--- config.mk ---
export PLATFORM = sky130hd
export DESIGN_NAME = echo_app_tx_top
export DESIGN_NICKNAME = d
export VERILOG_FILES = /design/src/common/echo_app_pkg.sv /design/src/common/echo_msg_if.sv /design/src/common/echo_wr_buf_if.sv /design/src/hdl/echo_app_rx_msg_if.sv /design/src/hdl/echo_payload_fifo.sv /design/src/echo_app_tx/echo_app_tx_msg_if_ctrl.sv /design/src/echo_app_tx/echo_app_tx_msg_if_datap.sv /design/src/hdl/echo_app_tx_top.sv
export SDC_FILE = /design/constraint.sdc
export NUM_CORES = 2
export LEC_CHECK = 0
export BUFFER_PORTS_ARGS = -buffer_cell sky130_fd_sc_hd__buf_2
export CAP_MARGIN = 20
export CORE_MARGIN = 1.5
export CORE_UTILIZATION = 44
export DETAILED_ROUTE_END_ITERATION = 10
export GPL_ROUTABILITY_DRIVEN = 0
export GPL_TIMING_DRIVEN = 0
export SLEW_MARGIN = 0
export SYNTH_ARGS = -nofsm -noshare
export SYNTH_HDL_FRONTEND = slang
export SYNTH_HIERARCHICAL = 1
export SYNTH_SLANG_ARGS = --single-unit
--- constraint.sdc ---
create_clock -name clk -period 4.7 [get_ports clk]
set_input_delay 0.47 -clock clk [delete_from_list [all_inputs] [get_ports clk]]
set_output_delay 0.47 -clock clk [all_outputs]
set_load 0.02 [all_outputs]
--- src/common/echo_app_pkg.sv ---
`default_nettype none

package echo_app_pkg;

    localparam int DATA_W = 64;
    localparam int CONN_ID_W = 8;
    localparam int MAX_MSG_WORDS = 16;
    localparam int LEN_W = $clog2(MAX_MSG_WORDS + 1); // Holds 1..16.
    localparam int ADDR_W = 16;

    localparam int FIFO_DEPTH = 2 * MAX_MSG_WORDS; // Two full messages.
    localparam int FIFO_AW = $clog2(FIFO_DEPTH);

    // Inbound header word layout.
    localparam int HDR_LEN_LSB = 0;
    localparam int HDR_CONN_LSB = 8;

    localparam logic [3:0] FLIT_TX_REQ = 4'h1;
    localparam logic [3:0] FLIT_PTR_UPD = 4'h2;

    typedef enum logic [0:0] {
        BODY_VALUES = 1'b0,
        PTR_UPDATE  = 1'b1
    } buf_mux_sel_e;

    typedef union packed {
        struct packed {
            logic [3:0]                               flit_type;
            logic [CONN_ID_W-1:0]                     conn_id;
            logic [LEN_W-1:0]                         len;
            logic [DATA_W-4-CONN_ID_W-LEN_W-1:0]      rsvd;
        } tx_req;
        struct packed {
            logic [3:0]                               flit_type;
            logic [CONN_ID_W-1:0]                     conn_id;
            logic [ADDR_W-1:0]                        new_tail;
            logic [DATA_W-4-CONN_ID_W-ADDR_W-1:0]     rsvd;
        } ptr_upd;
    } noc_flit_u;

endpackage

`default_nettype wire

--- src/common/echo_msg_if.sv ---
`timescale 1ns/1ps
`default_nettype none

interface echo_msg_if;
    import echo_app_pkg::*;

    logic                   msg_val;
    logic                   msg_rdy;
    logic [CONN_ID_W-1:0]   conn_id;
    logic [LEN_W-1:0]       len;

    modport src   (output msg_val, output conn_id, output len, input msg_rdy);
    modport ctrl  (input msg_val, output msg_rdy);
    modport datap (input conn_id, input len);

endinterface

`default_nettype wire

--- src/common/echo_wr_buf_if.sv ---
`timescale 1ns/1ps
`default_nettype none

interface echo_wr_buf_if;
    import echo_app_pkg::*;

    logic                   req_val;
    logic                   req_rdy;
    logic [ADDR_W-1:0]      req_addr;
    logic [LEN_W-1:0]       req_len;

    logic                   data_val;
    logic                   data_rdy;
    logic [DATA_W-1:0]      data;

    logic                   done;
    logic                   done_rdy;

    modport ctrl (
        output req_val, output data_val, output done_rdy,
        input  req_rdy, input  data_rdy, input  done
    );
    modport datap (
        output req_addr, output req_len, output data
    );
    modport mem (
        input  req_val, input  req_addr, input  req_len,
        input  data_val, input  data, input  done_rdy,
        output req_rdy, output data_rdy, output done
    );

endinterface

`default_nettype wire

--- src/hdl/echo_app_rx_msg_if.sv ---
`timescale 1ns/1ps
`default_nettype none

module echo_app_rx_msg_if (
    input  logic                                clk,
    input  logic                                rst,

    input  logic                                in_val,
    output logic                                in_rdy,
    input  logic [echo_app_pkg::DATA_W-1:0]     in_data,

    output logic                                fifo_wr_en,
    output logic [echo_app_pkg::DATA_W-1:0]     fifo_wr_data,
    input  logic                                fifo_full,

    echo_msg_if.src                             msg
);
    import echo_app_pkg::*;

    typedef enum logic {
        HEADER  = 1'b0,
        PAYLOAD = 1'b1
    } state_e;

    state_e                 state_reg;
    logic [LEN_W-1:0]       words_left;
    logic [CONN_ID_W-1:0]   cur_conn;
    logic [LEN_W-1:0]       cur_len;
    logic                   desc_val;
    logic [CONN_ID_W-1:0]   desc_conn;
    logic [LEN_W-1:0]       desc_len;
    logic                   in_xfer;
    logic                   last_word;

    // A header waits until the pending descriptor is free or leaving now.
    assign in_rdy = (state_reg == HEADER) ? (!desc_val || msg.msg_rdy) : !fifo_full;
    assign in_xfer = in_val && in_rdy;
    assign last_word = (state_reg == PAYLOAD) && in_xfer && (words_left == LEN_W'(1));

    assign fifo_wr_en = (state_reg == PAYLOAD) && in_xfer;
    assign fifo_wr_data = in_data;

    assign msg.msg_val = desc_val;
    assign msg.conn_id = desc_conn;
    assign msg.len = desc_len;

    always_ff @(posedge clk) begin
        if (rst) begin
            state_reg <= HEADER;
            words_left <= '0;
            desc_val <= 1'b0;
        end else begin
            if (state_reg == HEADER && in_xfer) begin
                words_left <= in_data[HDR_LEN_LSB +: LEN_W];
                state_reg <= PAYLOAD;
            end else if (fifo_wr_en) begin
                words_left <= words_left - 1'b1;
                if (last_word) begin
                    state_reg <= HEADER;
                end
            end

            if (last_word) begin
                desc_val <= 1'b1; // Whole payload is in the FIFO.
            end else if (msg.msg_rdy) begin
                desc_val <= 1'b0;
            end
        end
    end

    always_ff @(posedge clk) begin
        if (state_reg == HEADER && in_xfer) begin
            cur_conn <= in_data[HDR_CONN_LSB +: CONN_ID_W];
            cur_len <= in_data[HDR_LEN_LSB +: LEN_W];
        end
        if (last_word) begin
            desc_conn <= cur_conn;
            desc_len <= cur_len;
        end
    end

endmodule

`default_nettype wire

--- src/hdl/echo_payload_fifo.sv ---
`timescale 1ns/1ps
`default_nettype none

module echo_payload_fifo (
    input  logic                                clk,
    input  logic                                rst,

    input  logic                                wr_en,
    input  logic [echo_app_pkg::DATA_W-1:0]     wr_data,
    output logic                                full,

    input  logic                                rd_en,
    output logic [echo_app_pkg::DATA_W-1:0]     rd_data
);
    import echo_app_pkg::*;

    logic [DATA_W-1:0]      mem [FIFO_DEPTH];
    logic [FIFO_AW-1:0]     wr_ptr;
    logic [FIFO_AW-1:0]     rd_ptr;
    logic [FIFO_AW:0]       count;

    assign full = (count == (FIFO_AW + 1)'(FIFO_DEPTH));
    assign rd_data = mem[rd_ptr]; // Head word.

    always_ff @(posedge clk) begin
        if (wr_en) begin
            mem[wr_ptr] <= wr_data;
        end
    end

    always_ff @(posedge clk) begin
        if (rst) begin
            wr_ptr <= '0;
            rd_ptr <= '0;
            count <= '0;
        end else begin
            if (wr_en) begin
                wr_ptr <= wr_ptr + 1'b1; // Wraps at the power-of-two depth.
            end
            if (rd_en) begin
                rd_ptr <= rd_ptr + 1'b1;
            end
            case ({wr_en, rd_en})
                2'b10:   count <= count + 1'b1;
                2'b01:   count <= count - 1'b1;
                default: count <= count;
            endcase
        end
    end

endmodule

`default_nettype wire

--- src/echo_app_tx/echo_app_tx_msg_if_ctrl.sv ---
`timescale 1ns/1ps
`default_nettype none

module echo_app_tx_msg_if_ctrl (
    input  logic                        clk,
    input  logic                        rst,

    echo_msg_if.ctrl                    msg,

    output logic                        noc_out_val,
    input  logic                        noc_out_rdy,

    input  logic                        noc_in_val,
    output logic                        noc_in_rdy,

    echo_wr_buf_if.ctrl                 wr,

    output logic                        store_inputs,
    output logic                        decr_words_left,
    output echo_app_pkg::buf_mux_sel_e  buf_mux_sel,
    output logic                        store_notif,

    input  logic                        last_wr,

    output logic                        req_done
);
    import echo_app_pkg::*;

    typedef enum logic [2:0] {
        READY          = 3'd0,
        TX_MSG_REQ     = 3'd1,
        TX_MSG_NOTIF   = 3'd2,
        TX_WR_MEM_REQ  = 3'd3,
        PAYLOAD_COPY   = 3'd4,
        WAIT_WR_RESP   = 3'd5,
        ADJUST_TX_TAIL = 3'd6
    } state_e;

    state_e state_reg;
    state_e state_next;

    always_ff @(posedge clk) begin
        if (rst) begin
            state_reg <= READY;
        end else begin
            state_reg <= state_next;
        end
    end

    always_comb begin
        msg.msg_rdy = 1'b0;

        noc_out_val = 1'b0;
        noc_in_rdy = 1'b0;

        store_inputs = 1'b0;
        decr_words_left = 1'b0;
        buf_mux_sel = BODY_VALUES;
        store_notif = 1'b0;

        wr.req_val = 1'b0;
        wr.data_val = 1'b0;
        wr.done_rdy = 1'b0;

        req_done = 1'b0;

        state_next = state_reg;
        case (state_reg)
            READY: begin
                msg.msg_rdy = 1'b1;
                if (msg.msg_val) begin
                    store_inputs = 1'b1; // Capture the accepted descriptor.
                    state_next = TX_MSG_REQ;
                end
            end
            TX_MSG_REQ: begin
                buf_mux_sel = BODY_VALUES;
                noc_out_val = 1'b1;
                if (noc_out_rdy) begin
                    state_next = TX_MSG_NOTIF;
                end
            end
            TX_MSG_NOTIF: begin
                store_notif = 1'b1;
                noc_in_rdy = 1'b1;
                if (noc_in_val) begin
                    state_next = TX_WR_MEM_REQ;
                end
            end
            TX_WR_MEM_REQ: begin
                wr.req_val = 1'b1;
                if (wr.req_rdy) begin
                    state_next = PAYLOAD_COPY;
                end
            end
            PAYLOAD_COPY: begin
                wr.data_val = 1'b1;
                if (wr.data_rdy) begin
                    decr_words_left = 1'b1;
                    if (last_wr) begin
                        state_next = WAIT_WR_RESP;
                    end
                end
            end
            WAIT_WR_RESP: begin
                wr.done_rdy = 1'b1;
                if (wr.done) begin
                    state_next = ADJUST_TX_TAIL;
                end
            end
            ADJUST_TX_TAIL: begin
                noc_out_val = 1'b1;
                buf_mux_sel = PTR_UPDATE;
                if (noc_out_rdy) begin
                    req_done = 1'b1;
                    state_next = READY;
                end
            end
            default: begin
                msg.msg_rdy = 'X;
                noc_out_val = 'X;
                noc_in_rdy = 'X;
                store_inputs = 'X;
                decr_words_left = 'X;
                store_notif = 'X;
                wr.req_val = 'X;
                wr.data_val = 'X;
                wr.done_rdy = 'X;
                req_done = 'X;

                state_next = READY; // Unused encoding recovers to idle.
            end
        endcase
    end

endmodule

`default_nettype wire

--- src/echo_app_tx/echo_app_tx_msg_if_datap.sv ---
`timescale 1ns/1ps
`default_nettype none

module echo_app_tx_msg_if_datap (
    input  logic                                clk,
    input  logic                                rst,

    echo_msg_if.datap                           msg,

    input  logic [echo_app_pkg::DATA_W-1:0]     noc_in_data,
    output echo_app_pkg::noc_flit_u             noc_out_data,

    echo_wr_buf_if.datap                        wr,

    input  logic [echo_app_pkg::DATA_W-1:0]     fifo_rd_data,

    input  logic                                store_inputs,
    input  logic                                decr_words_left,
    input  echo_app_pkg::buf_mux_sel_e          buf_mux_sel,
    input  logic                                store_notif,

    output logic                                last_wr
);
    import echo_app_pkg::*;

    logic [CONN_ID_W-1:0]   conn_id_reg;
    logic [LEN_W-1:0]       len_reg;
    logic [LEN_W-1:0]       words_left;
    logic [ADDR_W-1:0]      base_addr;
    logic [LEN_W-1:0]       words_written;

    always_ff @(posedge clk) begin
        if (rst) begin
            words_left <= '0;
        end else if (store_inputs) begin
            words_left <= msg.len;
        end else if (decr_words_left) begin
            words_left <= words_left - 1'b1;
        end
    end

    always_ff @(posedge clk) begin
        if (store_inputs) begin
            conn_id_reg <= msg.conn_id;
            len_reg <= msg.len;
        end
        if (store_notif) begin
            base_addr <= noc_in_data[ADDR_W-1:0]; // Base sits in the low bits.
        end
    end

    assign words_written = len_reg - words_left;
    assign last_wr = (words_left == LEN_W'(1));

    assign wr.req_addr = base_addr + ADDR_W'(words_written);
    assign wr.req_len = len_reg;
    assign wr.data = fifo_rd_data;

    always_comb begin
        noc_out_data = '0;
        if (buf_mux_sel == PTR_UPDATE) begin
            noc_out_data.ptr_upd.flit_type = FLIT_PTR_UPD;
            noc_out_data.ptr_upd.conn_id = conn_id_reg;
            noc_out_data.ptr_upd.new_tail = base_addr + ADDR_W'(len_reg);
        end else begin
            noc_out_data.tx_req.flit_type = FLIT_TX_REQ;
            noc_out_data.tx_req.conn_id = conn_id_reg;
            noc_out_data.tx_req.len = len_reg;
        end
    end

endmodule

`default_nettype wire

--- src/hdl/echo_app_tx_top.sv ---
`timescale 1ns/1ps
`default_nettype none

module echo_app_tx_top (
    input  logic                                clk,
    input  logic                                rst,

    input  logic                                in_val,
    output logic                                in_rdy,
    input  logic [echo_app_pkg::DATA_W-1:0]     in_data,

    output logic                                noc_out_val,
    input  logic                                noc_out_rdy,
    output logic [echo_app_pkg::DATA_W-1:0]     noc_out_data,

    input  logic                                noc_in_val,
    output logic                                noc_in_rdy,
    input  logic [echo_app_pkg::DATA_W-1:0]     noc_in_data,

    output logic                                wr_req_val,
    input  logic                                wr_req_rdy,
    output logic [echo_app_pkg::ADDR_W-1:0]     wr_req_addr,
    output logic [echo_app_pkg::LEN_W-1:0]      wr_req_len,
    output logic                                wr_data_val,
    input  logic                                wr_data_rdy,
    output logic [echo_app_pkg::DATA_W-1:0]     wr_data,
    input  logic                                wr_done,
    output logic                                wr_done_rdy,

    output logic                                req_done
);
    import echo_app_pkg::*;

    logic               fifo_wr_en;
    logic [DATA_W-1:0]  fifo_wr_data;
    logic               fifo_full;
    logic               fifo_rd_en;
    logic [DATA_W-1:0]  fifo_rd_data;
    logic               store_inputs;
    logic               decr_words_left;
    logic               store_notif;
    logic               last_wr;
    buf_mux_sel_e       buf_mux_sel;
    noc_flit_u          noc_out_flit;

    echo_msg_if    msg_if ();
    echo_wr_buf_if wr_if ();

    assign fifo_rd_en = wr_if.data_val && wr_if.data_rdy; // Pop on each data transfer.
    assign noc_out_data = noc_out_flit;

    assign wr_req_val = wr_if.req_val;
    assign wr_req_addr = wr_if.req_addr;
    assign wr_req_len = wr_if.req_len;
    assign wr_data_val = wr_if.data_val;
    assign wr_data = wr_if.data;
    assign wr_done_rdy = wr_if.done_rdy;
    assign wr_if.req_rdy = wr_req_rdy;
    assign wr_if.data_rdy = wr_data_rdy;
    assign wr_if.done = wr_done;

    echo_app_rx_msg_if u_rx (
        .clk, .rst, .in_val, .in_rdy, .in_data,
        .fifo_wr_en, .fifo_wr_data, .fifo_full,
        .msg (msg_if.src)
    );

    echo_payload_fifo u_fifo (
        .clk, .rst,
        .wr_en (fifo_wr_en), .wr_data (fifo_wr_data), .full (fifo_full),
        .rd_en (fifo_rd_en), .rd_data (fifo_rd_data)
    );

    echo_app_tx_msg_if_ctrl u_ctrl (
        .clk, .rst, .msg (msg_if.ctrl),
        .noc_out_val, .noc_out_rdy, .noc_in_val, .noc_in_rdy,
        .wr (wr_if.ctrl),
        .store_inputs, .decr_words_left, .buf_mux_sel, .store_notif,
        .last_wr, .req_done
    );

    echo_app_tx_msg_if_datap u_datap (
        .clk, .rst, .msg (msg_if.datap),
        .noc_in_data, .noc_out_data (noc_out_flit),
        .wr (wr_if.datap), .fifo_rd_data,
        .store_inputs, .decr_words_left, .buf_mux_sel, .store_notif,
        .last_wr
    );

endmodule

`default_nettype wire

# ---- After elaboration in Yosys (flattened, before gate mapping)
# Memories as Yosys holds them, arrays and structs flattened. A register that Yosys moved wholly into a read port is not among the register bits.
# Index checks and enable logic that the tools add are counted.
dict set report word_totals {
  regBits 86
  mem_bits_rw 2048
  input_bits 136
  output_inout_bits 156
  elab_cells 108
  memories 1
}
# memory depth word_bits rd rd_clocked_by_memory_dff write_ports line_no
set mem_list {}
lappend mem_list {u_fifo.mem 32 64 1 1 1 echo_payload_fifo.sv:17} ;# logic [DATA_W-1:0] mem [FIFO_DEPTH];
dict set report classes {
  add_sub_neg 9
  n_eq_ne 19
  n_mux 39
  n_bitwise 1
  reduce_logical 24
}
# operator count
set op_table {}
lappend op_table {{6-bit OR reduction} 6}
lappend op_table {{16-bit by 5-bit adder with 16-bit output} 2}
lappend op_table {{5-bit two-way mux} 6}
lappend op_table {{3-bit two-way mux} 8}
lappend op_table {{3-bit case mux with 7 select lines} 1}
lappend op_table {{1-bit case mux with 2 select lines} 9}
lappend op_table {{2-bit != test (second input constant)} 8}
lappend op_table {{15-bit two-way mux} 1}
lappend op_table {{1-bit two-way mux} 12}
lappend op_table {{6-bit case mux with 2 select lines} 1}
lappend op_table {{11-bit two-way mux} 1}
lappend op_table {{5-bit by 1-bit adder with 5-bit output (second input constant)} 2}
lappend op_table {{5-bit by 1-bit == test with 1-bit output (second input constant)} 2}
lappend op_table {{2-bit nonzero test} 5}
lappend op_table {{5-bit by 1-bit subtractor with 5-bit output (second input constant)} 2}
lappend op_table {{3-bit == test (second input constant)} 3}
lappend op_table {{8-bit AND reduction} 1}
lappend op_table {{6-bit by 1-bit adder with 6-bit output (second input constant)} 1}
lappend op_table {{3-bit by 2-bit == test with 1-bit output (second input constant)} 2}
lappend op_table {{6-bit == test (second input constant)} 1}
lappend op_table {{6-bit by 1-bit subtractor with 6-bit output (second input constant)} 1}
lappend op_table {{1-bit logical AND} 5}
lappend op_table {{5-bit OR reduction} 1}
lappend op_table {{5-bit subtractor} 1}
lappend op_table {{other kinds (9)} 10}

# ---- Logic depth before layout (Yosys ltp)
dict set report depth {
  word_depth 11
  depth_mapped 14
}

# ---- Hierarchy
# Netlist, hierarchy kept.
# mod instances cells_each area_per_inst_um2 seq_area_each_um2
set by_module_without_submodules {}
lappend by_module_without_submodules {echo_payload_fifo 1 3619 78469.0 61919.4}
lappend by_module_without_submodules {echo_app_tx_msg_if_datap 1 317 3022.9 970.9}
lappend by_module_without_submodules {echo_app_rx_msg_if 1 141 1717.9 920.9}
lappend by_module_without_submodules {echo_app_tx_msg_if_ctrl 1 43 316.6 60.1}
lappend by_module_without_submodules {echo_app_tx_top 1 1 6.3 0.0}

# ---- Worst setup path before layout
# Ideal clock, no wire load.
dict set report synth_path {
  kind {reg-to-reg}
  start {register u_fifo.count[2]}
  end {memory u_fifo.mem[15][0], enable pin}
  setup_time_ps 488
  arrival_time_ps 4377
  required_time_ps 4212
  slack_ps -165
  path_stages_with_launch 8
  synth_period_minus_slack_ps 4865
  path_cell_list {dfxtp_1 > clkbuf_1 > nor3_1 > and3_1 > and3b_1 > clkbuf_1 > nand2_1 > nor2_1}
}
dict set report synth_via {
  elab_chain_cells 7
}
# element line_no
set synth_lines {}
lappend synth_lines {{from (decl)} echo_payload_fifo.sv:20} ;# logic [FIFO_AW:0] count;
lappend synth_lines {{from (signal assigned)} echo_payload_fifo.sv:44} ;# 2'b10: count <= count + 1'b1;
lappend synth_lines {{from (signal assigned)} echo_payload_fifo.sv:45} ;# 2'b01: count <= count - 1'b1;
lappend synth_lines {{from (signal assigned)} echo_payload_fifo.sv:46} ;# default: count <= count;
lappend synth_lines {{6-bit == test} echo_payload_fifo.sv:22} ;# assign full = (count == (FIFO_AW + 1)'(FIFO_DEPTH));
lappend synth_lines {{net fifo_full} echo_app_tx_top.sv:36} ;# logic fifo_full;
lappend synth_lines {{1-bit zero test} echo_app_rx_msg_if.sv:36} ;# assign in_rdy = (state_reg == HEADER) ? (!desc_val || msg.msg_rdy) : !fifo_full;
lappend synth_lines {{1-bit two-way mux} echo_app_rx_msg_if.sv:36}
lappend synth_lines {{1-bit logical AND} echo_app_rx_msg_if.sv:37} ;# assign in_xfer = in_val && in_rdy;
lappend synth_lines {{1-bit logical AND} echo_app_rx_msg_if.sv:40} ;# assign fifo_wr_en = (state_reg == PAYLOAD) && in_xfer;
lappend synth_lines {{net fifo_wr_en} echo_app_tx_top.sv:34} ;# logic fifo_wr_en;
lappend synth_lines {{1-bit two-way mux} echo_payload_fifo.sv:26} ;# if (wr_en) begin
lappend synth_lines {{1-bit two-way mux (implied by the code)} echo_payload_fifo.sv:27} ;# mem[wr_ptr] <= wr_data;
lappend synth_lines {{to (decl)} echo_payload_fifo.sv:17}
# The timed path passes the listed nets, and every way through them passes these cells.

==> run metrics <==
Int Pwr roughly 32,000 uW; total number of vias roughly 44,000; fraction of registers with async set/reset 0; worst skew pair latency between 800 and 900 ps; Unique masters post-synth 77; Die H 439 um; largest net degree at the start of global routing 33; crit path DAT 4140 ps; mux cell area share after synthesis 0.134; GRT Total Usage 0.236; final WL 228,000 um; combinational share of power 0.093; slew margin rel. 0.241; Max Fanout on Critical Path 10; Final Power approximately 41,000 uW; most frequent cell after synthesis edfxtp_1; Post-synth top cells edfxtp_1 (2,103), mux2i_1 (349), mux4_2 (340); kind of critical path flip-flop to output pin; RSZ-0062 raised after global routing false; Synth Area in Adders 0.00461; Root Driver clkbuf_16; vias in the first global route 43,232; Cell Rows about 160; Die W 439 um; post-synth top area cell edfxtp_1; I/O Buffers around 150; Hold Vio Cnt, Final 0; initial detailed-routing violation count 4,730; top_reg_cell synth edfxtp_1; post-DP HPWL 151,000 um; area of the core between 0.15 and 0.2 sq mm; LEAKAGE 0.0305 uW; CTS tree built; fin util 0.520; Final Critical Period 4610 ps; Yosys Warn Count 6; Worst-path clk slew 60 ps; worst min-delay path class input pin to flip-flop; nets 4,890; Post-Synth XOR/XNOR Area 0.00472; VDD IR max 324 uV; dominant cells by area after synthesis edfxtp_1 (76%), mux4_2 (9.2%), mux2i_1 (4.2%); fin area 0.0978 sq mm; Synth top area share 0.756; max-cap violation count 0; mapped cell area 0.0835 sq mm; sequential element share of the synthesized area 0.765; ANT nets after route 0; max reg flops approximately 2,000; Multi-input gate area between 0.015 and 0.02 sq mm; # IOs 292; main combinational cell family by area after synthesis multiplexers; vias per cell approximately 5.9; post-synthesis compound-gate area fraction 0.0359; Reg with most FFs u_fifo/mem; syn avg cell area slightly above 20 sq um; layout cells sized above 1 0.263; placed cell area around 0.090 sq mm; status completed; pwr dens 422 mW/mm^2; Syn Inst Count ~4,000; fin. max-slew vios 0; final clock period utilization by the worst path 0.980; Worst Setup End Kind output pin; worst slew pin tran about 1100 ps; clock sink count 2,139; Fin Clk Skew slightly below 60 ps; post-placement worst setup slack ~650 ps; Sw Share 0.233; clock share of power 0.395; Post-CTS Setup Inserts 0; first-pass GRT wire length between 300,000 and 400,000 um; Largest regs u_fifo/mem: 2048 flops, u_datap/base_addr: 16 flops; Ant. Diodes 0; Final setup viols 0; drt first pass iters 5; FMAX 217 MHz; switching pwr 9610 uW; register bit total from synthesis 2,139; CP Data Required Time 4230 ps; sequential cell area 0.0639 sq mm; die area 0.192 sq mm; EDFF count, synth roughly 2,100; number of H-tree levels 4; Clock Tree Buf Depth 3; Synth Area in Simple Gates 0.0243; Worst setup SP type flip-flop; initial antenna violation count 8; Starting Density 0.444; number of CTS-inserted buffers 212; Congestion Overflow GR 0; DR DRC count 0; Syn-to-layout area delta 17.1%; worst setup margin 92.3 ps; sequential group share of total power 0.512; WL per Instance roughly 30 um; FILL cells 14,911
## placed cells by master (no fill, tap or decap), types with 8 or more instances in the layout
cell type         n
nor4_1           23
inv_1            24
mux2i_1         349
nor2b_1          12
nor2_4           32
conb_1           38
bufinv_16        11
ha_1             26
clkinv_1         43
buf_16           17
buf_6            28
o22ai_1          89
buf_2           263
clkbuf_16       212
clkbuf_1        113
nand2_1          30
mux4_2          340
nand4_1          51
buf_4           186
a22oi_1         253
nand3_1          92
xnor2_1          25
nor2_1           65
xor2_1           20
dlygate4sd3_1    81
clkinv_2         45
dfxtp_1          36
o21ai_0           8
a21oi_1          29
and2_1           12
clkinv_16         9
buf_12           95
edfxtp_1       2103
## area by class of cell
class	instances	share of cell area
Sequential cell	2139	0.653
Multi-Input combinational cell	1606	0.178
Clock buffer	273	0.0570
Timing Repair Buffer	354	0.0413
Tap cell	2495	0.0319
Buffer	386	0.0259
Clock inverter	119	0.0116
Inverter	26	0.000998
## power by group through the flow
stage / registers, uW / clock network (uW) / logic [uW]
after floorplan: 21500 / 0 / 2600
after global placement: 21500 / 0 / 3730
after detailed placement: 21500 / 0 / 3790
after CTS: 21100 / 16600 / 3860
after global routing: 21100 / 17300 / 4070
final: 21100 / 16300 / 3820
## cells by family (layout without fill, tap and decap cells)
| logic type | count (synthesis) | count (layout) |
|---|---|---|
| flops | 2139 | 2139 |
| fa+ha+maj | 29 | 29 |
| buf+inv | 413 | 1158 |
| compound gates | 423 | 423 |
| simple gates | 376 | 376 |
| other cells | 1 | 38 |
| mux | 695 | 695 |
| xor+xnor | 45 | 45 |
## per-layer routing
metal | part of all wire | GRT usage | up-vias
li1 | - | - | 18042
met1 | 0.40 | 0.318 | 23360
met2 | 0.50 | 0.400 | 1802
met3 | 0.070 | 0.0371 | 320
met4 | 0.026 | 0.0630 | 6
met5 | 0.00015 | 0 | -
## metrics by stage
stage	TNS, ps	hold WS (ps)	cells
after floorplan	-183910	400	4158
after global placement	-9001890	400	6807
after detailed placement	0	405	6926
after CTS	0	6.34	7398
after global routing	0	21.5	7398
final	0	58.2	7398
## final timing paths
kind,startpoint,end,slack [ps],cells after the start
min,in_data[60],u_fifo/mem[16][60]$_DFFE_PP_,60,1
max reg2reg,u_fifo/count[2]$_SDFFE_PP0P_,u_fifo/mem[17][16]$_DFFE_PP_,560,9
min reg2reg,u_rx/cur_len[4]$_DFFE_PP_,u_rx/msg.len[4]$_DFFE_PP_,420,0
max,flip-flop,wr_data[43],90,9
## critical path: stages, from the launching register on
cell     delay (ps)
dfxtp_1         350
buf_2           210
nor2_1          850
and2_1          300
buf_2           390
buf_2           530
a22oi_1         190
nand4_1         170
buf_4           130
buf_2           150
## what timing repair did
action | CTS | global route
gates resized for setup | 2 | 1
endpoints found under the setup margin | 7 | 3
endpoints found under the hold margin | 1331 | 0
hold buffers | 81 | 0
Power figures use the tool's default switching activity.
